### src/verilog/sparse_geom_pkg.sv
package sparse_geom_pkg;

	//////////////////////////////////////////////////////////////////////
	// Chunk geometry defaults
	//////////////////////////////////////////////////////////////////////

	// Dense positions carried by one write beat
	localparam int DEF_BUS_SIZE = 8;

	// Dense positions held by one chunk
	localparam int DEF_MEM_SIZE = 32;

	// Dense positions per sparsemap segment, as seen by the encoder
	localparam int DEF_SEG_SIZE = 8;

	// A chunk is a whole number of beats and of segments
	localparam int DEF_BEAT_NUM = DEF_MEM_SIZE / DEF_BUS_SIZE;
	localparam int DEF_SEG_NUM = DEF_MEM_SIZE / DEF_SEG_SIZE;

endpackage

### src/verilog/sparse_elem_pkg.sv
package sparse_elem_pkg;

	//////////////////////////////////////////////////////////////////////
	// Operand element payloads
	//////////////////////////////////////////////////////////////////////

	// IFM activation, post-ReLU so never negative
	typedef logic [7:0] act_t;

	// Filter weight, two's complement
	typedef logic signed [7:0] wgt_t;

endpackage

### src/verilog/data_chunk.sv
`timescale 1ns/1ps

module data_chunk
	import sparse_geom_pkg::*;
	import sparse_elem_pkg::*;
#(
	parameter int BUS_SIZE = DEF_BUS_SIZE,
	parameter int MEM_SIZE = DEF_MEM_SIZE,
	parameter int SEG_SIZE = DEF_SEG_SIZE,
	parameter type elem_t = act_t,
	localparam int BEAT_NUM = MEM_SIZE / BUS_SIZE,
	localparam int SEG_NUM = MEM_SIZE / SEG_SIZE,
	localparam int CNT_W = (BEAT_NUM > 1) ? $clog2(BEAT_NUM) : 1,
	localparam int SEG_AW = (SEG_NUM > 1) ? $clog2(SEG_NUM) : 1,
	localparam int POS_W = (SEG_SIZE > 1) ? $clog2(SEG_SIZE) : 1
) (
	input logic clk_i,
	input logic rst_i,

	// Write side, one beat per strobe
	input logic [BUS_SIZE-1:0] wr_sparsemap_i,
	input elem_t [BUS_SIZE-1:0] wr_data_i,
	input logic wr_valid_i,
	input logic [CNT_W-1:0] wr_count_i,
	input logic wr_bank_i,

	// Read side
	input logic rd_bank_i,
	input logic [SEG_AW-1:0] seg_addr_i,
	input logic [POS_W-1:0] match_pos_i,
	input logic match_valid_i,
	input logic seg_last_i,
	input logic chunk_start_i,
	output logic [SEG_SIZE-1:0] rd_segment_o,
	output elem_t rd_data_o
);

	// Dense position width, and packed address width with room for MEM_SIZE itself
	localparam int MEM_AW = (MEM_SIZE > 1) ? $clog2(MEM_SIZE) : 1;
	localparam int ADDR_W = MEM_AW + 1;

	// Two banks so the producer can fill one while the other is read
	logic [MEM_SIZE-1:0] smap_mem [2];
	elem_t data_mem [2][MEM_SIZE];

	logic [MEM_AW-1:0] wr_pos_w;
	logic [MEM_AW-1:0] seg_pos_w;
	logic [MEM_SIZE-1:0] rd_map_w;
	logic [SEG_SIZE-1:0] below_w;
	logic [ADDR_W-1:0] base_r;
	logic [ADDR_W-1:0] data_addr_w;
	elem_t rd_data_r;

	function automatic logic [ADDR_W-1:0] popcount(input logic [SEG_SIZE-1:0] bits);
		logic [ADDR_W-1:0] cnt;
		cnt = '0;
		for (int i = 0; i < SEG_SIZE; i++) begin
			cnt = cnt + ADDR_W'(bits[i]);
		end
		return cnt;
	endfunction

	//////////////////////////////////////////////////////////////////////
	// Write port
	//////////////////////////////////////////////////////////////////////

	assign wr_pos_w = MEM_AW'(int'(wr_count_i) * BUS_SIZE);

	// Packed values sit at the same offsets as the beat positions
	always_ff @(posedge clk_i) begin
		if (wr_valid_i) begin
			for (int i = 0; i < BUS_SIZE; i++) begin
				smap_mem[wr_bank_i][wr_pos_w + MEM_AW'(i)] <= wr_sparsemap_i[i];
				data_mem[wr_bank_i][wr_pos_w + MEM_AW'(i)] <= wr_data_i[i];
			end
		end
	end

	//////////////////////////////////////////////////////////////////////
	// Sparsemap segment read
	//////////////////////////////////////////////////////////////////////

	assign seg_pos_w = MEM_AW'(int'(seg_addr_i) * SEG_SIZE);
	assign rd_map_w = smap_mem[rd_bank_i];
	assign rd_segment_o = rd_map_w[seg_pos_w +: SEG_SIZE];

	//////////////////////////////////////////////////////////////////////
	// Prefix sum and element read
	//////////////////////////////////////////////////////////////////////

	// Nonzeros seen in all earlier segments of this chunk
	always_ff @(posedge clk_i) begin
		if (rst_i) begin
			base_r <= '0;
		end else if (chunk_start_i) begin
			base_r <= '0;
		end else if (seg_last_i) begin
			base_r <= base_r + popcount(rd_segment_o);
		end
	end

	// Bits strictly below the matched position
	assign below_w = (SEG_SIZE'(1) << match_pos_i) - SEG_SIZE'(1);
	assign data_addr_w = base_r + popcount(rd_segment_o & below_w);

	always_ff @(posedge clk_i) begin
		if (match_valid_i) begin
			rd_data_r <= data_mem[rd_bank_i][data_addr_w[MEM_AW-1:0]];
		end
	end

	assign rd_data_o = rd_data_r;

	// A bad sparsemap from the producer would push the prefix sum past the chunk
	a_addr_in_range: assert property (
		@(posedge clk_i) disable iff (rst_i)
		match_valid_i |-> (data_addr_w < ADDR_W'(MEM_SIZE))
	);

endmodule

### src/verilog/match_encoder.sv
`timescale 1ns/1ps

module match_encoder
	import sparse_geom_pkg::*;
#(
	parameter int SEG_SIZE = DEF_SEG_SIZE,
	localparam int POS_W = (SEG_SIZE > 1) ? $clog2(SEG_SIZE) : 1
) (
	input logic clk_i,
	input logic rst_i,
	input logic active_i,
	input logic chunk_start_i,
	input logic [SEG_SIZE-1:0] ifm_segment_i,
	input logic [SEG_SIZE-1:0] filter_segment_i,
	output logic match_valid_o,
	output logic [POS_W-1:0] match_pos_o,
	output logic seg_last_o
);

	logic fresh_r;
	logic [SEG_SIZE-1:0] rem_r;
	logic [SEG_SIZE-1:0] mask_w;
	logic [SEG_SIZE-1:0] next_rem_w;
	logic [POS_W-1:0] pos_w;

	//////////////////////////////////////////////////////////////////////
	// Current mask
	//////////////////////////////////////////////////////////////////////

	// New segment takes the common nonzeros, otherwise what is left over
	assign mask_w = fresh_r ? (ifm_segment_i & filter_segment_i) : rem_r;

	// Drop the lowest set bit
	assign next_rem_w = mask_w & (mask_w - SEG_SIZE'(1));

	// Lowest set position wins
	always_comb begin
		pos_w = '0;
		for (int i = SEG_SIZE - 1; i >= 0; i--) begin
			if (mask_w[i]) begin
				pos_w = POS_W'(i);
			end
		end
	end

	//////////////////////////////////////////////////////////////////////
	// Walk state
	//////////////////////////////////////////////////////////////////////

	always_ff @(posedge clk_i) begin
		if (rst_i) begin
			fresh_r <= 1'b1;
		end else if (chunk_start_i) begin
			fresh_r <= 1'b1;
		end else if (active_i) begin
			// Next segment starts fresh once this one is used up
			fresh_r <= seg_last_o;
		end
	end

	always_ff @(posedge clk_i) begin
		if (active_i) begin
			rem_r <= next_rem_w;
		end
	end

	assign match_valid_o = active_i && (mask_w != '0);
	assign match_pos_o = pos_w;
	// Zero or one bit left means this cycle finishes the segment
	assign seg_last_o = active_i && (next_rem_w == '0);

	// Both segments must hold still while their remainder is walked
	a_pos_in_mask: assert property (
		@(posedge clk_i) disable iff (rst_i)
		match_valid_o |-> (ifm_segment_i[match_pos_o] && filter_segment_i[match_pos_o])
	);

endmodule

### src/verilog/input_selector.sv
`timescale 1ns/1ps

module input_selector
	import sparse_geom_pkg::*;
	import sparse_elem_pkg::*;
#(
	parameter int BUS_SIZE = DEF_BUS_SIZE,
	parameter int MEM_SIZE = DEF_MEM_SIZE,
	parameter int SEG_SIZE = DEF_SEG_SIZE,
	localparam int BEAT_NUM = MEM_SIZE / BUS_SIZE,
	localparam int SEG_NUM = MEM_SIZE / SEG_SIZE,
	localparam int CNT_W = (BEAT_NUM > 1) ? $clog2(BEAT_NUM) : 1,
	localparam int SEG_AW = (SEG_NUM > 1) ? $clog2(SEG_NUM) : 1
) (
	input logic clk_i,
	input logic rst_i,

	// IFM store write side
	input logic [BUS_SIZE-1:0] ifm_wr_sparsemap_i,
	input act_t [BUS_SIZE-1:0] ifm_wr_data_i,
	input logic ifm_wr_valid_i,
	input logic [CNT_W-1:0] ifm_wr_count_i,
	input logic ifm_wr_bank_i,
	input logic ifm_rd_bank_i,

	// Filter store write side
	input logic [BUS_SIZE-1:0] filter_wr_sparsemap_i,
	input wgt_t [BUS_SIZE-1:0] filter_wr_data_i,
	input logic filter_wr_valid_i,
	input logic [CNT_W-1:0] filter_wr_count_i,
	input logic filter_wr_bank_i,
	input logic filter_rd_bank_i,

	// Run control
	input logic run_valid_i,
	input logic chunk_start_i,
	input logic [SEG_AW-1:0] last_segment_i,

	output act_t ifm_data_o,
	output wgt_t filter_data_o,
	output logic data_valid_o,
	output logic chunk_end_o
);

	localparam int POS_W = (SEG_SIZE > 1) ? $clog2(SEG_SIZE) : 1;

	logic running_r;
	logic run_active_w;
	logic [SEG_AW-1:0] seg_addr_r;
	logic [SEG_SIZE-1:0] ifm_segment_w;
	logic [SEG_SIZE-1:0] filter_segment_w;
	logic match_valid_w;
	logic [POS_W-1:0] match_pos_w;
	logic seg_last_w;
	logic data_valid_r;

	//////////////////////////////////////////////////////////////////////
	// Operand stores and match walk
	//////////////////////////////////////////////////////////////////////

	data_chunk #(
		.BUS_SIZE(BUS_SIZE),
		.MEM_SIZE(MEM_SIZE),
		.SEG_SIZE(SEG_SIZE),
		.elem_t(act_t)
	) u_chunk_ifm (
		.clk_i(clk_i),
		.rst_i(rst_i),
		.wr_sparsemap_i(ifm_wr_sparsemap_i),
		.wr_data_i(ifm_wr_data_i),
		.wr_valid_i(ifm_wr_valid_i),
		.wr_count_i(ifm_wr_count_i),
		.wr_bank_i(ifm_wr_bank_i),
		.rd_bank_i(ifm_rd_bank_i),
		.seg_addr_i(seg_addr_r),
		.match_pos_i(match_pos_w),
		.match_valid_i(match_valid_w),
		.seg_last_i(seg_last_w),
		.chunk_start_i(chunk_start_i),
		.rd_segment_o(ifm_segment_w),
		.rd_data_o(ifm_data_o)
	);

	data_chunk #(
		.BUS_SIZE(BUS_SIZE),
		.MEM_SIZE(MEM_SIZE),
		.SEG_SIZE(SEG_SIZE),
		.elem_t(wgt_t)
	) u_chunk_filter (
		.clk_i(clk_i),
		.rst_i(rst_i),
		.wr_sparsemap_i(filter_wr_sparsemap_i),
		.wr_data_i(filter_wr_data_i),
		.wr_valid_i(filter_wr_valid_i),
		.wr_count_i(filter_wr_count_i),
		.wr_bank_i(filter_wr_bank_i),
		.rd_bank_i(filter_rd_bank_i),
		.seg_addr_i(seg_addr_r),
		.match_pos_i(match_pos_w),
		.match_valid_i(match_valid_w),
		.seg_last_i(seg_last_w),
		.chunk_start_i(chunk_start_i),
		.rd_segment_o(filter_segment_w),
		.rd_data_o(filter_data_o)
	);

	match_encoder #(
		.SEG_SIZE(SEG_SIZE)
	) u_match_encoder (
		.clk_i(clk_i),
		.rst_i(rst_i),
		.active_i(run_active_w),
		.chunk_start_i(chunk_start_i),
		.ifm_segment_i(ifm_segment_w),
		.filter_segment_i(filter_segment_w),
		.match_valid_o(match_valid_w),
		.match_pos_o(match_pos_w),
		.seg_last_o(seg_last_w)
	);

	//////////////////////////////////////////////////////////////////////
	// Run control
	//////////////////////////////////////////////////////////////////////

	// Idle out of reset until a chunk is started
	always_ff @(posedge clk_i) begin
		if (rst_i) begin
			running_r <= 1'b0;
		end else if (chunk_start_i) begin
			running_r <= 1'b1;
		end else if (chunk_end_o) begin
			running_r <= 1'b0;
		end
	end

	assign run_active_w = run_valid_i && running_r;

	always_ff @(posedge clk_i) begin
		if (rst_i) begin
			seg_addr_r <= '0;
		end else if (chunk_start_i) begin
			seg_addr_r <= '0;
		end else if (seg_last_w) begin
			seg_addr_r <= seg_addr_r + SEG_AW'(1);
		end
	end

	assign chunk_end_o = seg_last_w && (seg_addr_r == last_segment_i);

	// Elements land one clock after the match
	always_ff @(posedge clk_i) begin
		if (rst_i) begin
			data_valid_r <= 1'b0;
		end else begin
			data_valid_r <= match_valid_w;
		end
	end

	assign data_valid_o = data_valid_r;

	a_start_when_idle: assert property (
		@(posedge clk_i) disable iff (rst_i)
		chunk_start_i |-> !running_r
	);

endmodule

### config.mk
export PLATFORM = sky130hd
export DESIGN_NAME = input_selector
export DESIGN_NICKNAME = d
export VERILOG_FILES = /design/src/verilog/sparse_geom_pkg.sv /design/src/verilog/sparse_elem_pkg.sv /design/src/verilog/data_chunk.sv /design/src/verilog/match_encoder.sv /design/src/verilog/input_selector.sv
export SDC_FILE = /design/constraint.sdc
export NUM_CORES = 1
export LEC_CHECK = 0
export ABC_AREA = 1
export BUFFER_PORTS_ARGS = -buffer_cell sky130_fd_sc_hd__clkbuf_2
export CAP_MARGIN = 40
export CORE_MARGIN = 2
export CORE_UTILIZATION = 55
export DETAILED_ROUTE_END_ITERATION = 16
export MAX_ROUTING_LAYER = met4
export PLACE_DENSITY = 0.72
export SYNTH_ARGS = -nofsm -noshare
export SYNTH_HDL_FRONTEND = slang
export SYNTH_SLANG_ARGS = --single-unit
### constraint.sdc
create_clock -name clk_i -period 9.3 [get_ports clk_i]
set_clock_uncertainty 0.2 [all_clocks]
set_input_delay 0.93 -clock clk_i [delete_from_list [all_inputs] [get_ports clk_i]]
set_output_delay 0.93 -clock clk_i [all_outputs]
set_load 0.1 [all_outputs]
==> metrics.txt <==
Syn Inst Count=4177; Setup Viol. Count Final=0; CP endpoint kind=flip-flop; DR vias=35200; CTS sink count=roughly 1200; data required time of the critical path=9.54 ns; ys flop type=edfxtp_1; Post-Synth Simple-Gate Area=0.0842; Iteration-0 DRC Markers=4420; Max Freq=roughly 130 MHz; Synth Register Bits=1190; share of layout cells above drive strength 1=0.107; Reg2Reg Depth=31; Avg Vias per Cell=~6.3; hold_buf cts=0; Largest stage delay, worst path=0.64 ns; Pint=10.4 mW; Net Switching=5.60 mW; max-cap violations=0; status=finished, final reports clean; CP Launch Type=primary input; Max Slew Vio Count=0; antenna violations before repair=3; switch share=0.351; RePlAce Congestion=around 0.86; area grow syn2layout=11.3%; Mapped Avg Cell Area=between 10 and 15 sq um; Final min period=7.89 ns; CP Depth=31; area share of the largest cell type after synthesis=0.679; largest cells by area after synthesis=edfxtp_1 (68%), o21ai_0 (7.4%), mux2i_1 (3.9%), o221ai_1 (3.4%), nor2_1 (3.3%); Fin Setup TNS=0 ns; Post-synth top cells=edfxtp_1 (1175), o21ai_0 (764), nor2_1 (454); Die H=~310 um; postcts setup bufs=0; vias in the first global route=34000; Reg clk slew, reported paths=0.06 ns; post-synthesis compound-gate area fraction=0.129; Max clock buf depth=3; number of distinct library cells after synthesis=41; design area=0.0578 sq mm; drt total wl=130000 um; worst-skew pair later-pin latency=roughly 0.7 ns; die area=between 0.09 and 0.1 sq mm; Post-Syn Area=0.0520 sq mm; Clock power frac=0.275; Async SR Flop Fraction=0; Post-synth EDFFs=~1200; routed length per placed instance=23.2 um; RSZ-0062 raised after global routing=false; sequential share of the synthesized area=0.685; PwrDens=276 mW/mm^2; combinational power share=0.333; CP bufs+invs=6; top cell type by total area after synthesis=edfxtp_1; Multi-input gate area=0.0144 sq mm; detailed-router iteration count before antenna repair=7; Hold Path Cell Cnt=2; multiplexer area fraction after synthesis=0.0393; DPL Wire Length=75600 um; Core Region=0.0935 sq mm; worst endpoint data arrival time=8.12 ns; CP Max Fanout=103; register area=between 0.03 and 0.04 sq mm; worst slew pin tran=1.34 ns; Hold WC Path Type=primary input to flip-flop; Initial Util=0.556; PortBufs=177; VDD IR-drop max=0.000378 V; Die W=between 300 and 400 um; largest family of logic cells by synthesized area=compound AO/OA/AOI/OAI gates; flop-to-flop setup slack=1.72 ns; most numerous cell in the Yosys netlist=edfxtp_1; max_slew headroom=0.106; count of final hold-check violations=0; first-pass GRT wire length=198000 um; Root Buffer=clkbuf_16; Overall Power=between 15 and 20 mW; Cell Rows=112; Crit path top cell by count=nand2_1; Routed Antenna Nets=0; YS warnings=0; CP max-delay cell=fa_4; DRC=0; Placed Area=0.0543 sq mm; Final Cycle Share=0.848; worst hold slack=0.264 ns; Post-CTS Resized=0; Global Route Usage Sum=0.271; total grt overflow=0; Leak=20.5 nW; fin nets=between 4000 and 5000; sequential share of power=0.392; final core occ=0.619; post-synthesis xor/xnor area fraction=0.00303; Setup CP Type=primary input to flip-flop; CTS Buf Count=116; pin count of the biggest net entering global routing=183; CTS H-Tree Depth=3; I/O Pins=178; filler instances=about 7000; Synth Area in Adders=0.0170; CTS tree=yes; CP delay by family, top=adder cells
-- per-layer routing --
metal | part of all wire | vias up | routed length [um] | track usage
met5 | 0 | - | 0 | -
met4 | 0.026 | 0 | 3430 | 0.0821
met3 | 0.098 | 257 | 12700 | 0.0435
met2 | 0.47 | 1882 | 61600 | 0.419
met1 | 0.40 | 17300 | 52300 | 0.373
li1 | - | 15700 | - | -
-- path summary, 6_finish.rpt --
path / start / endpoint
max: filter_rd_bank_i / u_chunk_filter.rd_data_o[7]$_DFFE_PP_
min: rst_i / running_r$_SDFFE_PP0P_
max reg2reg: seg_addr_r[0]$_SDFFE_PP0P_ / u_chunk_filter.rd_data_o[7]$_DFFE_PP_
min reg2reg: running_r$_SDFFE_PP0P_ / running_r$_SDFFE_PP0P_
-- through the flow --
step | cells | worst slack [ns]
floorplan | 4178 | 2.48
global placement | 5389 | 0.881
detailed placement | 5405 | 0.831
CTS | 5611 | 1.55
global route | 5614 | 1.08
finish | 5614 | 1.41
-- area by class of cell --
class	count	share of cell area
tap	1254	0.0271
clock buffer	151	0.0525
clock inverter	55	0.00768
inverter	267	0.0176
timing repair buffer	247	0.0304
antenna	3	0.000130
sequential	1190	0.615
multi-input combinational	2447	0.249
-- registers in the layout, indices dropped and copies added, names as in the netlist --
| name | count |
|---|---|
| u_chunk_filter.data_mem | 512 |
| u_chunk_ifm.data_mem | 512 |
| u_chunk_filter.smap_mem | 64 |
| u_chunk_ifm.smap_mem | 64 |
| u_chunk_filter.rd_data_o | 8 |
| u_chunk_ifm.rd_data_o | 8 |
| u_match_encoder.rem_r | 7 |
| u_chunk_filter.base_r | 5 |
| u_chunk_ifm.base_r | 5 |
| seg_addr_r | 2 |
| data_valid_o | 1 |
| running_r | 1 |
| u_match_encoder.fresh_r | 1 |
-- cells by family (layout without fill, tap and decap cells) --
group / Yosys count / count (layout)
adder cells (fa/ha/maj): 61 / 61
multiplexers: 204 / 204
buffers and inverters: 541 / 720
AND/OR/NAND/NOR: 1042 / 1042
flip-flops: 1190 / 1190
other: 1 / 5
AO/OA/AOI/OAI: 1120 / 1120
XOR/XNOR: 18 / 18
-- worst register-to-register path: cells and delay by family (launching register included) --
kind / cells / cell delay (ns)
AOI/OAI and AO/OA: 5 / 0.88
DFF: 1 / 0.32
and+or+nand+nor: 12 / 1.48
adders and majority gates: 7 / 2.84
buffers and inverters: 7 / 1.58
-- power by group through the flow --
| stage | registers, mW | logic, mW | clock network [mW] |
|---|---|---|---|
| 4_1_cts | 6.25 | 5.26 | 4.43 |
| 6_report | 6.25 | 5.31 | 4.39 |
| 3_5_place_dp | 6.36 | 5.22 | 0 |
| 5_1_grt | 6.26 | 5.79 | 4.64 |
| 2_1_floorplan | 6.53 | 3.52 | 0 |
| 3_3_place_gp | 6.36 | 5.09 | 0 |
-- placed cells by master, fill, tap and decap left out, drive strengths merged --
| cell | synthesis | layout |
|---|---|---|
| o221ai | 204 | 204 |
| a21oi | 20 | 20 |
| clkinv | 1 | 43 |
| buf | 79 | 72 |
| xor2 | 10 | 10 |
| clkbuf | 195 | 326 |
| inv | 266 | 270 |
| clkinvlp | 0 | 3 |
| dfxtp | 15 | 15 |
| nor2 | 460 | 460 |
| conb | 1 | 2 |
| xnor2 | 8 | 8 |
| nand3 | 223 | 223 |
| bufinv | 0 | 6 |
| nand2 | 349 | 349 |
| diode | 0 | 3 |
| o211ai | 50 | 50 |
| nor3 | 4 | 4 |
| mux2i | 204 | 204 |
| ha | 45 | 45 |
| o22ai | 4 | 4 |
| or2 | 3 | 3 |
| a21boi | 1 | 1 |
| nor3b | 1 | 1 |
| edfxtp | 1175 | 1175 |
| nand4 | 2 | 2 |
| o21ai | 792 | 792 |
| fa | 16 | 16 |
| o32ai | 48 | 48 |
| a211oi | 1 | 1 |
No activity file was read; power rests on OpenSTA's default activity.
